===== src/core_exec_defines.svh =====
`ifndef CORE_EXEC_DEFINES_SVH
`define CORE_EXEC_DEFINES_SVH

// Operand and register width
`define CORE_DATA_W 8

// General registers A, X and Y
`define CORE_NUM_REGS 3

// Status flags C, Z, V and N, also the width of a flag mask
`define CORE_FLAG_W 4

`endif


===== src/core_alu_pkg.sv =====
`include "core_exec_defines.svh"

package core_alu_pkg;

  typedef enum logic [3:0]
  {
    control_nop,
    control_adc,
    control_sbc,
    control_inc,
    control_dec,
    control_cmp,
    control_bit,
    control_and,
    control_or,
    control_xor,
    control_rol,
    control_asl,
    control_ror,
    control_lsr,
    control_txl,
    control_txr
  } control_type;

  // reg_none marks an instruction without register writeback
  typedef enum logic [1:0]
  {
    reg_a,
    reg_x,
    reg_y,
    reg_none
  } reg_sel_t;

  // Member order matches mask bits, C in bit 0 up to N in bit 3
  typedef struct packed
  {
    logic n;
    logic v;
    logic z;
    logic c;
  } flags_t;

  typedef struct packed
  {
    control_type             op;
    reg_sel_t                lhs_sel;
    reg_sel_t                rhs_sel;
    logic                    rhs_imm;
    logic [`CORE_DATA_W-1:0] imm;
    reg_sel_t                dst_sel;
    logic [`CORE_FLAG_W-1:0] mask_p;
  } instr_t;

  typedef struct packed
  {
    logic [`CORE_DATA_W-1:0] data;
    flags_t                  flags;
    reg_sel_t                dst;
  } result_t;

endpackage


===== src/core_alu.sv =====
`timescale 1ns/1ps
`include "core_exec_defines.svh"

module core_alu
(
  input  core_alu_pkg::control_type op,
  input  logic [`CORE_FLAG_W-1:0]   mask_p,
  input  logic [`CORE_DATA_W-1:0]   lhs,
  input  logic [`CORE_DATA_W-1:0]   rhs,
  input  core_alu_pkg::flags_t      flags_in,
  output logic [`CORE_DATA_W-1:0]   result,
  output core_alu_pkg::flags_t      flags_out
);

  localparam int Msb = `CORE_DATA_W - 1;

  logic [`CORE_DATA_W-1:0] add_rhs;
  logic [`CORE_DATA_W:0]   sum;
  core_alu_pkg::flags_t    raw;

  // sbc adds the complement of rhs
  assign add_rhs = (op == core_alu_pkg::control_sbc) ? ~rhs : rhs;

  assign sum = {1'b0, lhs} + {1'b0, add_rhs} + {{`CORE_DATA_W{1'b0}}, flags_in.c};

  always_comb
  begin
    result = lhs;
    raw    = flags_in;

    case (op)
      core_alu_pkg::control_adc,
      core_alu_pkg::control_sbc:
      begin
        result = sum[Msb:0];
        raw.c  = sum[`CORE_DATA_W];
        // Signed overflow when like-signed operands give a differently signed sum
        raw.v  = (lhs[Msb] == add_rhs[Msb]) && (result[Msb] != lhs[Msb]);
      end
      core_alu_pkg::control_inc:
        result = lhs + 1'b1;
      core_alu_pkg::control_dec:
        result = lhs - 1'b1;
      core_alu_pkg::control_cmp:
        result = lhs - rhs;
      core_alu_pkg::control_bit,
      core_alu_pkg::control_and:
        result = lhs & rhs;
      core_alu_pkg::control_or:
        result = lhs | rhs;
      core_alu_pkg::control_xor:
        result = lhs ^ rhs;
      core_alu_pkg::control_rol:
        {raw.c, result} = {lhs, flags_in.c};
      core_alu_pkg::control_asl:
        {raw.c, result} = {lhs, 1'b0};
      core_alu_pkg::control_ror:
        {result, raw.c} = {flags_in.c, lhs};
      core_alu_pkg::control_lsr:
        {result, raw.c} = {1'b0, lhs};
      core_alu_pkg::control_txl:
        result = lhs;
      core_alu_pkg::control_txr:
        result = rhs;
      default:
      begin
        result = lhs;
      end
    endcase

    if (op != core_alu_pkg::control_nop)
    begin
      raw.z = (result == '0);
      raw.n = result[Msb];
    end

    // Flag overrides that do not come from the result
    case (op)
      core_alu_pkg::control_sbc:
        raw.c = ~raw.c;
      core_alu_pkg::control_cmp:
        raw.c = raw.z || (lhs > rhs);
      core_alu_pkg::control_bit:
      begin
        raw.v = rhs[Msb-1];
        raw.n = rhs[Msb];
      end
      default:
      begin
        raw.c = raw.c;
      end
    endcase
  end

  always_comb
  begin
    assert (!$isunknown(op))
    else $error("core_alu: undefined operation code %b", op);
  end

  // Unmasked flags keep their incoming value
  assign flags_out = core_alu_pkg::flags_t'((raw & mask_p) | (flags_in & ~mask_p));

endmodule


===== src/core_regfile.sv =====
`timescale 1ns/1ps
`include "core_exec_defines.svh"

module core_regfile
(
  input  logic                    clk,
  input  logic                    arst_n,
  input  core_alu_pkg::reg_sel_t  rd_a_sel,
  input  core_alu_pkg::reg_sel_t  rd_b_sel,
  output logic [`CORE_DATA_W-1:0] rd_a_data,
  output logic [`CORE_DATA_W-1:0] rd_b_data,
  input  logic                    wr_en,
  input  core_alu_pkg::reg_sel_t  wr_sel,
  input  logic [`CORE_DATA_W-1:0] wr_data
);

  // A, X and Y in selector order
  logic [`CORE_DATA_W-1:0] regs [`CORE_NUM_REGS];

  always_ff @(posedge clk or negedge arst_n)
  begin
    if (!arst_n)
    begin
      for (int i = 0; i < `CORE_NUM_REGS; i++)
      begin
        regs[i] <= '0;
      end
    end
    else if (wr_en)
    begin
      regs[wr_sel] <= wr_data;
    end
  end

  // reg_none reads as zero
  assign rd_a_data = (rd_a_sel == core_alu_pkg::reg_none) ? '0 : regs[rd_a_sel];
  assign rd_b_data = (rd_b_sel == core_alu_pkg::reg_none) ? '0 : regs[rd_b_sel];

  a_wr_sel_valid: assert property (@(posedge clk) disable iff (!arst_n)
    wr_en |-> (wr_sel != core_alu_pkg::reg_none))
  else $error("core_regfile: write enabled with no destination register");

endmodule


===== src/core_status.sv =====
`timescale 1ns/1ps

module core_status
(
  input  logic                 clk,
  input  logic                 arst_n,
  input  logic                 flags_we,
  input  core_alu_pkg::flags_t flags_d,
  output core_alu_pkg::flags_t flags_q
);

  // Processor status, C Z V N only
  always_ff @(posedge clk or negedge arst_n)
  begin
    if (!arst_n)
    begin
      flags_q <= '0;
    end
    else if (flags_we)
    begin
      flags_q <= flags_d;
    end
  end

endmodule


===== src/core_exec_ctl.sv =====
`timescale 1ns/1ps
`include "core_exec_defines.svh"

module core_exec_ctl
(
  input  logic                      clk,
  input  logic                      arst_n,
  input  logic                      instr_valid,
  input  core_alu_pkg::instr_t      instr,
  output core_alu_pkg::reg_sel_t    rd_a_sel,
  output core_alu_pkg::reg_sel_t    rd_b_sel,
  input  logic [`CORE_DATA_W-1:0]   rd_a_data,
  input  logic [`CORE_DATA_W-1:0]   rd_b_data,
  output logic                      wr_en,
  output core_alu_pkg::reg_sel_t    wr_sel,
  output logic [`CORE_DATA_W-1:0]   wr_data,
  input  core_alu_pkg::flags_t      flags_q,
  output logic                      flags_we,
  output core_alu_pkg::flags_t      flags_d,
  output core_alu_pkg::control_type alu_op,
  output logic [`CORE_FLAG_W-1:0]   alu_mask_p,
  output logic [`CORE_DATA_W-1:0]   alu_lhs,
  output logic [`CORE_DATA_W-1:0]   alu_rhs,
  output core_alu_pkg::flags_t      alu_flags_in,
  input  logic [`CORE_DATA_W-1:0]   alu_result,
  input  core_alu_pkg::flags_t      alu_flags,
  output logic                      result_valid,
  output core_alu_pkg::result_t     result
);

  logic                    s1_valid;
  core_alu_pkg::instr_t    s1_instr;
  logic [`CORE_DATA_W-1:0] s1_lhs;
  logic [`CORE_DATA_W-1:0] s1_rhs;
  core_alu_pkg::flags_t    s1_flags;
  logic                    s1_writes;
  logic [`CORE_DATA_W-1:0] lhs_d;
  logic [`CORE_DATA_W-1:0] rhs_d;

  assign rd_a_sel = instr.lhs_sel;
  assign rd_b_sel = instr.rhs_sel;

  assign s1_writes = s1_valid && (s1_instr.dst_sel != core_alu_pkg::reg_none);

  // Stage 1 result bypasses the register file on a match
  always_comb
  begin
    lhs_d = rd_a_data;
    if (s1_writes && (s1_instr.dst_sel == instr.lhs_sel))
    begin
      lhs_d = alu_result;
    end

    if (instr.rhs_imm)
    begin
      rhs_d = instr.imm;
    end
    else if (s1_writes && (s1_instr.dst_sel == instr.rhs_sel))
    begin
      rhs_d = alu_result;
    end
    else
    begin
      rhs_d = rd_b_data;
    end
  end

  always_ff @(posedge clk or negedge arst_n)
  begin
    if (!arst_n)
    begin
      s1_valid     <= 1'b0;
      result_valid <= 1'b0;
    end
    else
    begin
      s1_valid     <= instr_valid;
      result_valid <= s1_valid;
    end
  end

  always_ff @(posedge clk)
  begin
    if (instr_valid)
    begin
      s1_instr <= instr;
      s1_lhs   <= lhs_d;
      s1_rhs   <= rhs_d;
      // Flags still in flight come straight from the ALU
      s1_flags <= s1_valid ? alu_flags : flags_q;
    end
    if (s1_valid)
    begin
      result <= '{data: alu_result, flags: alu_flags, dst: s1_instr.dst_sel};
    end
  end

  // Idle stage runs a nop
  assign alu_op       = s1_valid ? s1_instr.op : core_alu_pkg::control_nop;
  assign alu_mask_p   = s1_instr.mask_p;
  assign alu_lhs      = s1_lhs;
  assign alu_rhs      = s1_rhs;
  assign alu_flags_in = s1_flags;

  assign wr_en    = s1_writes;
  assign wr_sel   = s1_instr.dst_sel;
  assign wr_data  = alu_result;
  assign flags_we = s1_valid;
  assign flags_d  = alu_flags;

  a_latency: assert property (@(posedge clk) disable iff (!arst_n)
    instr_valid |-> ##2 result_valid)
  else $error("core_exec_ctl: accepted instruction did not retire after two cycles");

  // Register write and its completion pulse belong to one retirement
  a_wr_retire: assert property (@(posedge clk) disable iff (!arst_n)
    wr_en |=> result_valid)
  else $error("core_exec_ctl: register write without completion pulse");

endmodule


===== src/core_exec_top.sv =====
`timescale 1ns/1ps
`include "core_exec_defines.svh"

module core_exec_top
(
  input  logic                  clk,
  input  logic                  arst_n,
  input  logic                  instr_valid,
  input  core_alu_pkg::instr_t  instr,
  output logic                  result_valid,
  output core_alu_pkg::result_t result
);

  core_alu_pkg::reg_sel_t    rd_a_sel;
  core_alu_pkg::reg_sel_t    rd_b_sel;
  logic [`CORE_DATA_W-1:0]   rd_a_data;
  logic [`CORE_DATA_W-1:0]   rd_b_data;
  logic                      wr_en;
  core_alu_pkg::reg_sel_t    wr_sel;
  logic [`CORE_DATA_W-1:0]   wr_data;
  core_alu_pkg::flags_t      flags_q;
  logic                      flags_we;
  core_alu_pkg::flags_t      flags_d;
  core_alu_pkg::control_type alu_op;
  logic [`CORE_FLAG_W-1:0]   alu_mask_p;
  logic [`CORE_DATA_W-1:0]   alu_lhs;
  logic [`CORE_DATA_W-1:0]   alu_rhs;
  core_alu_pkg::flags_t      alu_flags_in;
  logic [`CORE_DATA_W-1:0]   alu_result;
  core_alu_pkg::flags_t      alu_flags;

  core_exec_ctl u_ctl
  (
    .clk          (clk),
    .arst_n       (arst_n),
    .instr_valid  (instr_valid),
    .instr        (instr),
    .rd_a_sel     (rd_a_sel),
    .rd_b_sel     (rd_b_sel),
    .rd_a_data    (rd_a_data),
    .rd_b_data    (rd_b_data),
    .wr_en        (wr_en),
    .wr_sel       (wr_sel),
    .wr_data      (wr_data),
    .flags_q      (flags_q),
    .flags_we     (flags_we),
    .flags_d      (flags_d),
    .alu_op       (alu_op),
    .alu_mask_p   (alu_mask_p),
    .alu_lhs      (alu_lhs),
    .alu_rhs      (alu_rhs),
    .alu_flags_in (alu_flags_in),
    .alu_result   (alu_result),
    .alu_flags    (alu_flags),
    .result_valid (result_valid),
    .result       (result)
  );

  core_alu u_alu
  (
    .op        (alu_op),
    .mask_p    (alu_mask_p),
    .lhs       (alu_lhs),
    .rhs       (alu_rhs),
    .flags_in  (alu_flags_in),
    .result    (alu_result),
    .flags_out (alu_flags)
  );

  core_regfile u_regfile
  (
    .clk       (clk),
    .arst_n    (arst_n),
    .rd_a_sel  (rd_a_sel),
    .rd_b_sel  (rd_b_sel),
    .rd_a_data (rd_a_data),
    .rd_b_data (rd_b_data),
    .wr_en     (wr_en),
    .wr_sel    (wr_sel),
    .wr_data   (wr_data)
  );

  core_status u_status
  (
    .clk      (clk),
    .arst_n   (arst_n),
    .flags_we (flags_we),
    .flags_d  (flags_d),
    .flags_q  (flags_q)
  );

endmodule


===== config.mk =====
export PLATFORM = sky130hd
export DESIGN_NAME = core_exec_top
export DESIGN_NICKNAME = d
export VERILOG_FILES = /design/src/core_alu_pkg.sv /design/src/core_alu.sv /design/src/core_regfile.sv /design/src/core_status.sv /design/src/core_exec_ctl.sv /design/src/core_exec_top.sv
export VERILOG_INCLUDE_DIRS = /design/src
export SDC_FILE = /design/constraint.sdc
export NUM_CORES = 1
export LEC_CHECK = 0
export BUFFER_PORTS_ARGS = -buffer_cell sky130_fd_sc_hd__buf_2
export CAP_MARGIN = 0
export CORE_MARGIN = 8
export CORE_UTILIZATION = 55
export CTS_BUF_LIST = sky130_fd_sc_hd__clkbuf_8
export DETAILED_ROUTE_END_ITERATION = 8
export GPL_ROUTABILITY_DRIVEN = 0
export GPL_TIMING_DRIVEN = 1
export PLACE_DENSITY = 0.74
export SETUP_SLACK_MARGIN = 0.02
export SYNTH_ARGS = -nofsm -noshare
export SYNTH_HDL_FRONTEND = slang
export SYNTH_SLANG_ARGS = --single-unit

===== constraint.sdc =====
create_clock -name clk -period 6.48 [get_ports clk]
set_clock_uncertainty 0.15 [all_clocks]
set_input_delay 0.324 -clock clk [delete_from_list [all_inputs] [get_ports clk]]
set_output_delay 0.324 -clock clk [all_outputs]
set_load 0.02 [all_outputs]

# [Word level (Yosys, flattened, before mapping)]
# Cells that the tools add are included.
# W data, S select, Z words.
[word_totals] register_bits=74 inputBits=26 word_cells=103
[op_classes] n_addsub=5 magnitude_cmp=5 eq_ne=21 muxes=24 bitwise_logic=12 n_reduce_logical=12
[ops] op="$pmux W8 S12" n=1
[ops] op="$mux W8" n=11
[ops] op="$bmux W8 S2" n=2
[ops] op="$eq A4 B4 Y1 const B" n=7
[ops] op="$bwmux W24" n=1
[ops] op="$demux W8 S2" n=1
[ops] op="$eq A4 B3 Y1 const B" n=4
[ops] op="$add A8 B8 Y9" n=1
[ops] op="$add A9 B1 Y9" n=1
[ops] op="$ge A3 B3 Y1 const B" n=3
[ops] op="$not A2 Y3" n=3
[ops] op="$add A8 B1 Y8 const B" n=1
[ops] op="$and A4 B4 Y4" n=2
[ops] op="$and A8 B8 Y8" n=1
[ops] op="$eq A4 B2 Y1 const B" n=2
[ops] op="$gt A8 B8 Y1" n=1
[ops] op="$logic_not A8 Y1" n=1
[ops] op="$mux W4" n=2
[ops] op="$not A8 Y8" n=1
[ops] op="$or A8 B8 Y8" n=1
[ops] op="$reduce_or A2 Y1" n=4
[ops] op="$sub A8 B1 Y8 const B" n=1
[ops] op="$sub A8 B8 Y8" n=1
[ops] op="$xor A8 B8 Y8" n=1
[ops] op="17 further kinds" n=25

# [Longest topological paths before layout]
[logic_depth] depth_word=13 depth_mapped=17

# [Hierarchy]
# A second synthesis with hierarchy kept.
[unflattened] hier_cells=563 area_unflattened_um2=5805.6
[modules_own_cells] mod="core_alu" instances=1 cells_each=352 area_per_inst_um2=2412.3 seq_area_each_um2=0.0
[modules_own_cells] mod="core_exec_ctl" instances=1 cells_each=112 area_per_inst_um2=1993.2 seq_area_each_um2=1371.3
[modules_own_cells] mod="core_regfile" instances=1 cells_each=91 area_per_inst_um2=1255.0 seq_area_each_um2=600.6
[modules_own_cells] mod="core_status" instances=1 cells_each=8 area_per_inst_um2=145.1 seq_area_each_um2=100.1

# [Worst setup path before layout]
# Ideal clock, no wire load.
[synth_path] path_kind="reg-to-reg" start="register u_ctl.s1_valid (netlist: u_ctl.flags_we)" end="register u_ctl.s1_flags, in the netlist u_ctl.alu_flags_in[0], data pin" setup_ns=0.264 arrival_ns=3.911 required_time_ns=6.066 slack_ns=2.154 path_stages_with_launch=17 period_less_slack_ns=4.326 cell_sequence="dfrtp_1 buf_2 nand2_1 nor4_1 buf_1 xnor2_1 fa_1 inv_1 fa_1 a211oi_1 o21ai_0 a311oi_1 o32a_1 o31ai_1 a211oi_1 a2bb2oi_1 o21ai_1"
[synth_via] elab_chain_len=13 elab_cells_between_ends=33 classes_between="add/sub: 2; eq/ne: 14; mux: 7; bitwise: 3; reduce/logical: 7"
[synth_rtl] element="from (decl)" line_no="core_exec_ctl.sv:31" source="logic s1_valid;"
[synth_rtl] element="from (signal assigned)" line_no="core_exec_ctl.sv:77" source="s1_valid <= instr_valid;"
[synth_rtl] element="$mux W4" line_no="core_exec_ctl.sv:99" source="assign alu_op = s1_valid ? s1_instr.op : core_alu_pkg::control_nop;"
[synth_rtl] element="$eq A4 B2 Y1" line_no="core_alu.sv:22, core_alu.sv:31, core_alu.sv:78"
[synth_rtl] element="$mux W8" line_no="core_alu.sv:22" source="assign add_rhs = (op == core_alu_pkg::control_sbc) ? ~rhs : rhs;"
[synth_rtl] element="$add A8 B8 Y9" line_no="core_alu.sv:24" source="assign sum = {1'b0, lhs} + {1'b0, add_rhs} + {{`CORE_DATA_W{1'b0}}, flags_in.c};"
[synth_rtl] element="$add A9 B1 Y9" line_no="core_alu.sv:24"
[synth_rtl] element="$pmux W8 S12" line_no="core_alu.sv:31" source="case (op)"
[synth_rtl] element="$logic_not A8 Y1" line_no="core_alu.sv:73" source="raw.z = (result == '0);"
[synth_rtl] element="$mux W1" line_no="core_alu.sv:71" source="if (op != core_alu_pkg::control_nop)"
[synth_rtl] element="$logic_or A1 B1 Y1" line_no="core_alu.sv:82" source="raw.c = raw.z || (lhs > rhs);"
[synth_rtl] element="$pmux W1 S2" line_no="core_alu.sv:78" source="case (op)"
[synth_rtl] element="$and A4 B4 Y4" line_no="core_alu.sv:102" source="assign flags_out = core_alu_pkg::flags_t'((raw & mask_p) | (flags_in & ~mask_p));"
[synth_rtl] element="$or A4 B4 Y4" line_no="core_alu.sv:102"
[synth_rtl] element="$mux W4 (*)"
[synth_rtl] element="to (signal assigned)" line_no="core_exec_ctl.sv:90" source="s1_flags <= s1_valid ? alu_flags : flags_q;"
[synth_rtl] element="to (decl)" line_no="core_exec_ctl.sv:35" source="core_alu_pkg::flags_t s1_flags;"
# Mark *: on every way between the ends. The rest lies on a longest branch, timed or not.
# A chain may end at the register's enable or synchronous reset.

# [Final worst setup path]
[layout_path] start="register u_ctl.s1_instr[19] in the netlist's numbering" end="register u_ctl.s1_flags, in the netlist u_ctl.alu_flags_in[0], data pin"
[layout_via] elab_chain_len=13 elab_cells_between_ends=33 classes_between="add/sub: 2; eq/ne: 14; mux: 7; bitwise: 3; reduce/logical: 7"
[layout_rtl] element="from (decl)" line_no="core_exec_ctl.sv:32" source="core_alu_pkg::instr_t s1_instr;"
[layout_rtl] element="from (signal assigned)" line_no="core_exec_ctl.sv:86" source="s1_instr <= instr;"
[layout_rtl] element="$mux W4 (*)" line_no="core_exec_ctl.sv:99"
[layout_rtl] element="$eq A4 B2 Y1" line_no="core_alu.sv:22, core_alu.sv:31, core_alu.sv:78"
[layout_rtl] element="$mux W8" line_no="core_alu.sv:22"
[layout_rtl] element="$add A8 B8 Y9" line_no="core_alu.sv:24"
[layout_rtl] element="$add A9 B1 Y9" line_no="core_alu.sv:24"
[layout_rtl] element="$pmux W8 S12" line_no="core_alu.sv:31"
[layout_rtl] element="$logic_not A8 Y1" line_no="core_alu.sv:73"
[layout_rtl] element="$mux W1" line_no="core_alu.sv:71"
[layout_rtl] element="$logic_or A1 B1 Y1" line_no="core_alu.sv:82"
[layout_rtl] element="$pmux W1 S2 (*)" line_no="core_alu.sv:78"
[layout_rtl] element="$and A4 B4 Y4 (*)" line_no="core_alu.sv:102"
[layout_rtl] element="$or A4 B4 Y4 (*)" line_no="core_alu.sv:102"
[layout_rtl] element="$mux W4 (*)"
# Marked as above.

==> results.md <==
- Outcome: finished clean
- Core Box Area: between 9000 and 10000 um^2
- Num CTS Buffers: 9
- Reg clk slew, reported paths: approximately 80 ps
- Root buffer cell: clkbuf_8
- Initial antenna violation count: 0
- Worst min-delay path class: input port to flop
- Primary FF master, synth: edfxtp_1
- Synth Net Count: about 640
- Most Crowded Layer GR: met2
- Final Hold Fails: 0
- # DRC: 0
- Critical path destination: u_ctl.alu_flags_in[0]
- CP Depth: 14
- Setup crit start: u_ctl.s1_instr[19]
- EDFF count, synth: 44
- Final setup viols: 0
- Hold slack final: roughly 90 ps
- WL per Instance: 19.2 um
- M1 GR Usage: 29.3%
- Total Negative Setup Slacks: 0 ps
- Share of cells above drive strength 1: 12.9%
- Via count: ~4700
- P&R area growth vs syn: 10.7%
- Leak: 2.56 nW
- NumNets Final: approximately 680
- Initial Util: between 50% and 60%
- Max Freq: 0.229 GHz
- Actual slew at the worst max-slew pin: ~1100 ps
- Power Dens Cells: ~260 nW/um^2
- Met2 Resource Use GR: 35.2%
- Reg2Reg Launch Point: u_ctl.s1_instr[19]
- Crit path largest cell delay: roughly 740 ps
- Yosys warning total: 0
- Fin util: 62.0%
- Syn Std Cell Area: between 5000 and 6000 um^2
- Via density: 6.26
- Ports: just over 40
- Fin crit period: ~4400 ps
- Post-CTS sizing: 0
- Initial DRC Count: approximately 460
- Syn Area/Cell: 9.34 um^2
- Synthesized instance count: just under 600
- First-pass DRT Iterations: 5
- Final period utilization: ~67%
- R2R depth: 14
- Seq/Total Area, Yosys: 38.2%
- Worst EP required: 6430 ps
- CP Capture Type: flop
- Later-pin clock latency in the skew report: roughly 350 ps
- Ys async rst share: between 40% and 50%
- Vias in the first global route: 4536
- TritonCTS sink count: 74
- CP cell instances: nor4_2, buf_4, xnor2_1, fa_1, inv_1, fa_1, a211oi_1, o21ai_0, a311oi_1, o32a_1, o31ai_1, a211oi_1, a2bb2oi_1, o21ai_1
- Unique cell type count in the Yosys netlist: just over 80
- Reg2reg end: u_ctl.alu_flags_in[0]
- Flop-to-flop setup slack: 2110 ps
- Startpoint types: flop
- Crit path max fanout: 23
- Headroom to the max-slew limit: ~29%
- Max Cap Viol: 0
- CTS tree: yes
- VDD IR max: around 0.21 mV
- Final max-slew violation count: 0
- Remaining Overflow, GRT: 0
- # rows: 36
- Height of the die: between 100 and 150 um
- DIE AREA: around 13000 um^2
- First-pass GRT wire length: 23400 um
- Slowest-stage cell, CP: edfxtp_1
- Largest net degree at the start of global routing: 36
- Worst Hold Depth: 2
- Critical path arrival: about 4300 ps
- Die width: approximately 120 um
- Drt total wl: ~14000 um
- Antenna diodes: 0
- Total Routing Usage GR: between 20% and 30%
- HPWL Detailed: roughly 11000 um
- ANT nets after route: 0
- Worst path top cell family by delay: compound AO/OA/AOI/OAI gates
- RSZ-0062 raised after global routing: no
- Synthesized flop and latch total: 74
- Met3 usage: approximately 5.7%
- CTS max path bufs: 2
- Htree depth: 3
- Critical path type: flop to flop
- PortBufs: 40
- Sum of buffers and inverters on the critical path: 2
## placed cells by master, fill, tap and decap left out, types with 4 or more instances in the layout
cell type	count
and2_1	5
nand3b_1	4
xnor2_1	15
nand4_1	4
nor2_1	47
o31ai_1	7
mux2i_1	22
xor2_1	4
inv_1	37
nor2b_1	11
nor3_1	10
a21oi_1	31
dfrtp_1	30
o21ai_1	5
o211ai_1	10
a21o_1	9
or3_1	5
nand3_1	4
buf_2	40
a211oi_1	30
o21ai_0	37
nand2b_1	9
edfxtp_1	44
clkbuf_8	9
or2_2	4
a22oi_1	5
ha_1	32
nand2_1	51
dlygate4sd3_1	11
buf_4	4
## routing by layer
metal	vias to the layer above	routed length [um]
li1	2215	-
met1	2230	6200
met2	214	6540
met3	52	1230
met4	0	480
met5	-	0
## cell type report
cell class / count / area (um^2)
Fill cell: 810 / 3680
Multi-Input combinational cell: 437 / 3060
Sequential cell: 74 / 2070
Timing Repair Buffer: 55 / 340
Tap cell: 133 / 166
Inverter: 37 / 139
Clock buffer: 9 / 124
Clock inverter: 7 / 110
## Yosys cell counts, types with 7 or more instances
cell / n / area [um^2]
mux2i_1: 22 / 220
nand2b_1: 9 / 56.3
a21o_1: 9 / 67.6
nor3_1: 10 / 50.1
nand2_1: 51 / 191
clkbuf_1: 14 / 52.6
xnor2_1: 15 / 131
o31ai_1: 7 / 52.6
dfrtp_1: 30 / 751
o21ai_0: 37 / 185
buf_2: 11 / 55.1
a21oi_1: 31 / 155
edfxtp_1: 44 / 1320
nor2_1: 47 / 176
a211oi_1: 30 / 225
o211ai_1: 10 / 75.1
inv_1: 35 / 131
nor2b_1: 11 / 68.8
ha_1: 32 / 400
## cell families (layout without fill, tap and decap cells)
| kind of cell | Yosys count | after routing | share of synthesized area [%] |
|---|---|---|---|
| xor gates and xnor gates | 19 | 19 | 3.07 |
| muxes | 23 | 23 | 4.26 |
| DFF | 74 | 74 | 38.2 |
| adders and majority gates | 35 | 35 | 8.48 |
| and+or+nand+nor | 175 | 175 | 16.3 |
| AOI/OAI and AO/OA | 185 | 185 | 24.0 |
| buffers and inverters | 70 | 108 | 5.65 |
## through the flow
| stage | instance area, um^2 | power, mW | setup WS (ps) | cells |
|---|---|---|---|---|
| floorplan | 5430 | 1.02 | 2150 | 581 |
| global placement | 5660 | 1.14 | 2280 | 725 |
| detailed placement | 5660 | 1.15 | 2140 | 725 |
| CTS | 6000 | 1.58 | 2140 | 751 |
| global route | 6010 | 1.67 | 1780 | 752 |
| finish | 6010 | 1.58 | 2110 | 752 |
## timing repair
action	in CTS	in global routing
hold endpoints to repair	39	1
buffers inserted	0	0
hold buffers	10	1
## worst min path at each step
stage / slack, ps / to / from
floorplan: -120 / u_ctl.flags_we / arst_n
CTS: 2 / u_ctl.alu_mask_p[0] / instr[0]
detailed placement: 260 / u_ctl.result_valid / arst_n
finish: 90 / u_ctl.alu_rhs[6] / instr[12]
global route: 90 / u_ctl.alu_rhs[6] / instr[12]
global placement: 260 / u_ctl.result_valid / arst_n
## state kept, by name, summed over array words and instances (netlist names), 4 cells and up
name,flops
u_ctl.alu_flags_in,4
u_ctl.alu_lhs,8
u_ctl.alu_rhs,8
u_ctl.alu_mask_p,4
u_regfile.regs,24
u_status.flags_q,4
u_ctl.result,14
u_ctl.s1_instr,4
## report_power, final
group / switching (mW) / internal (mW) / leakage [nW]
clock network: 0.166 / 0.252 / 0.123
logic: 0.294 / 0.195 / 1.62
registers: 0.0819 / 0.589 / 0.815
total: 0.542 / 1.04 / 2.56
No activity file was read; power rests on OpenSTA's default activity.
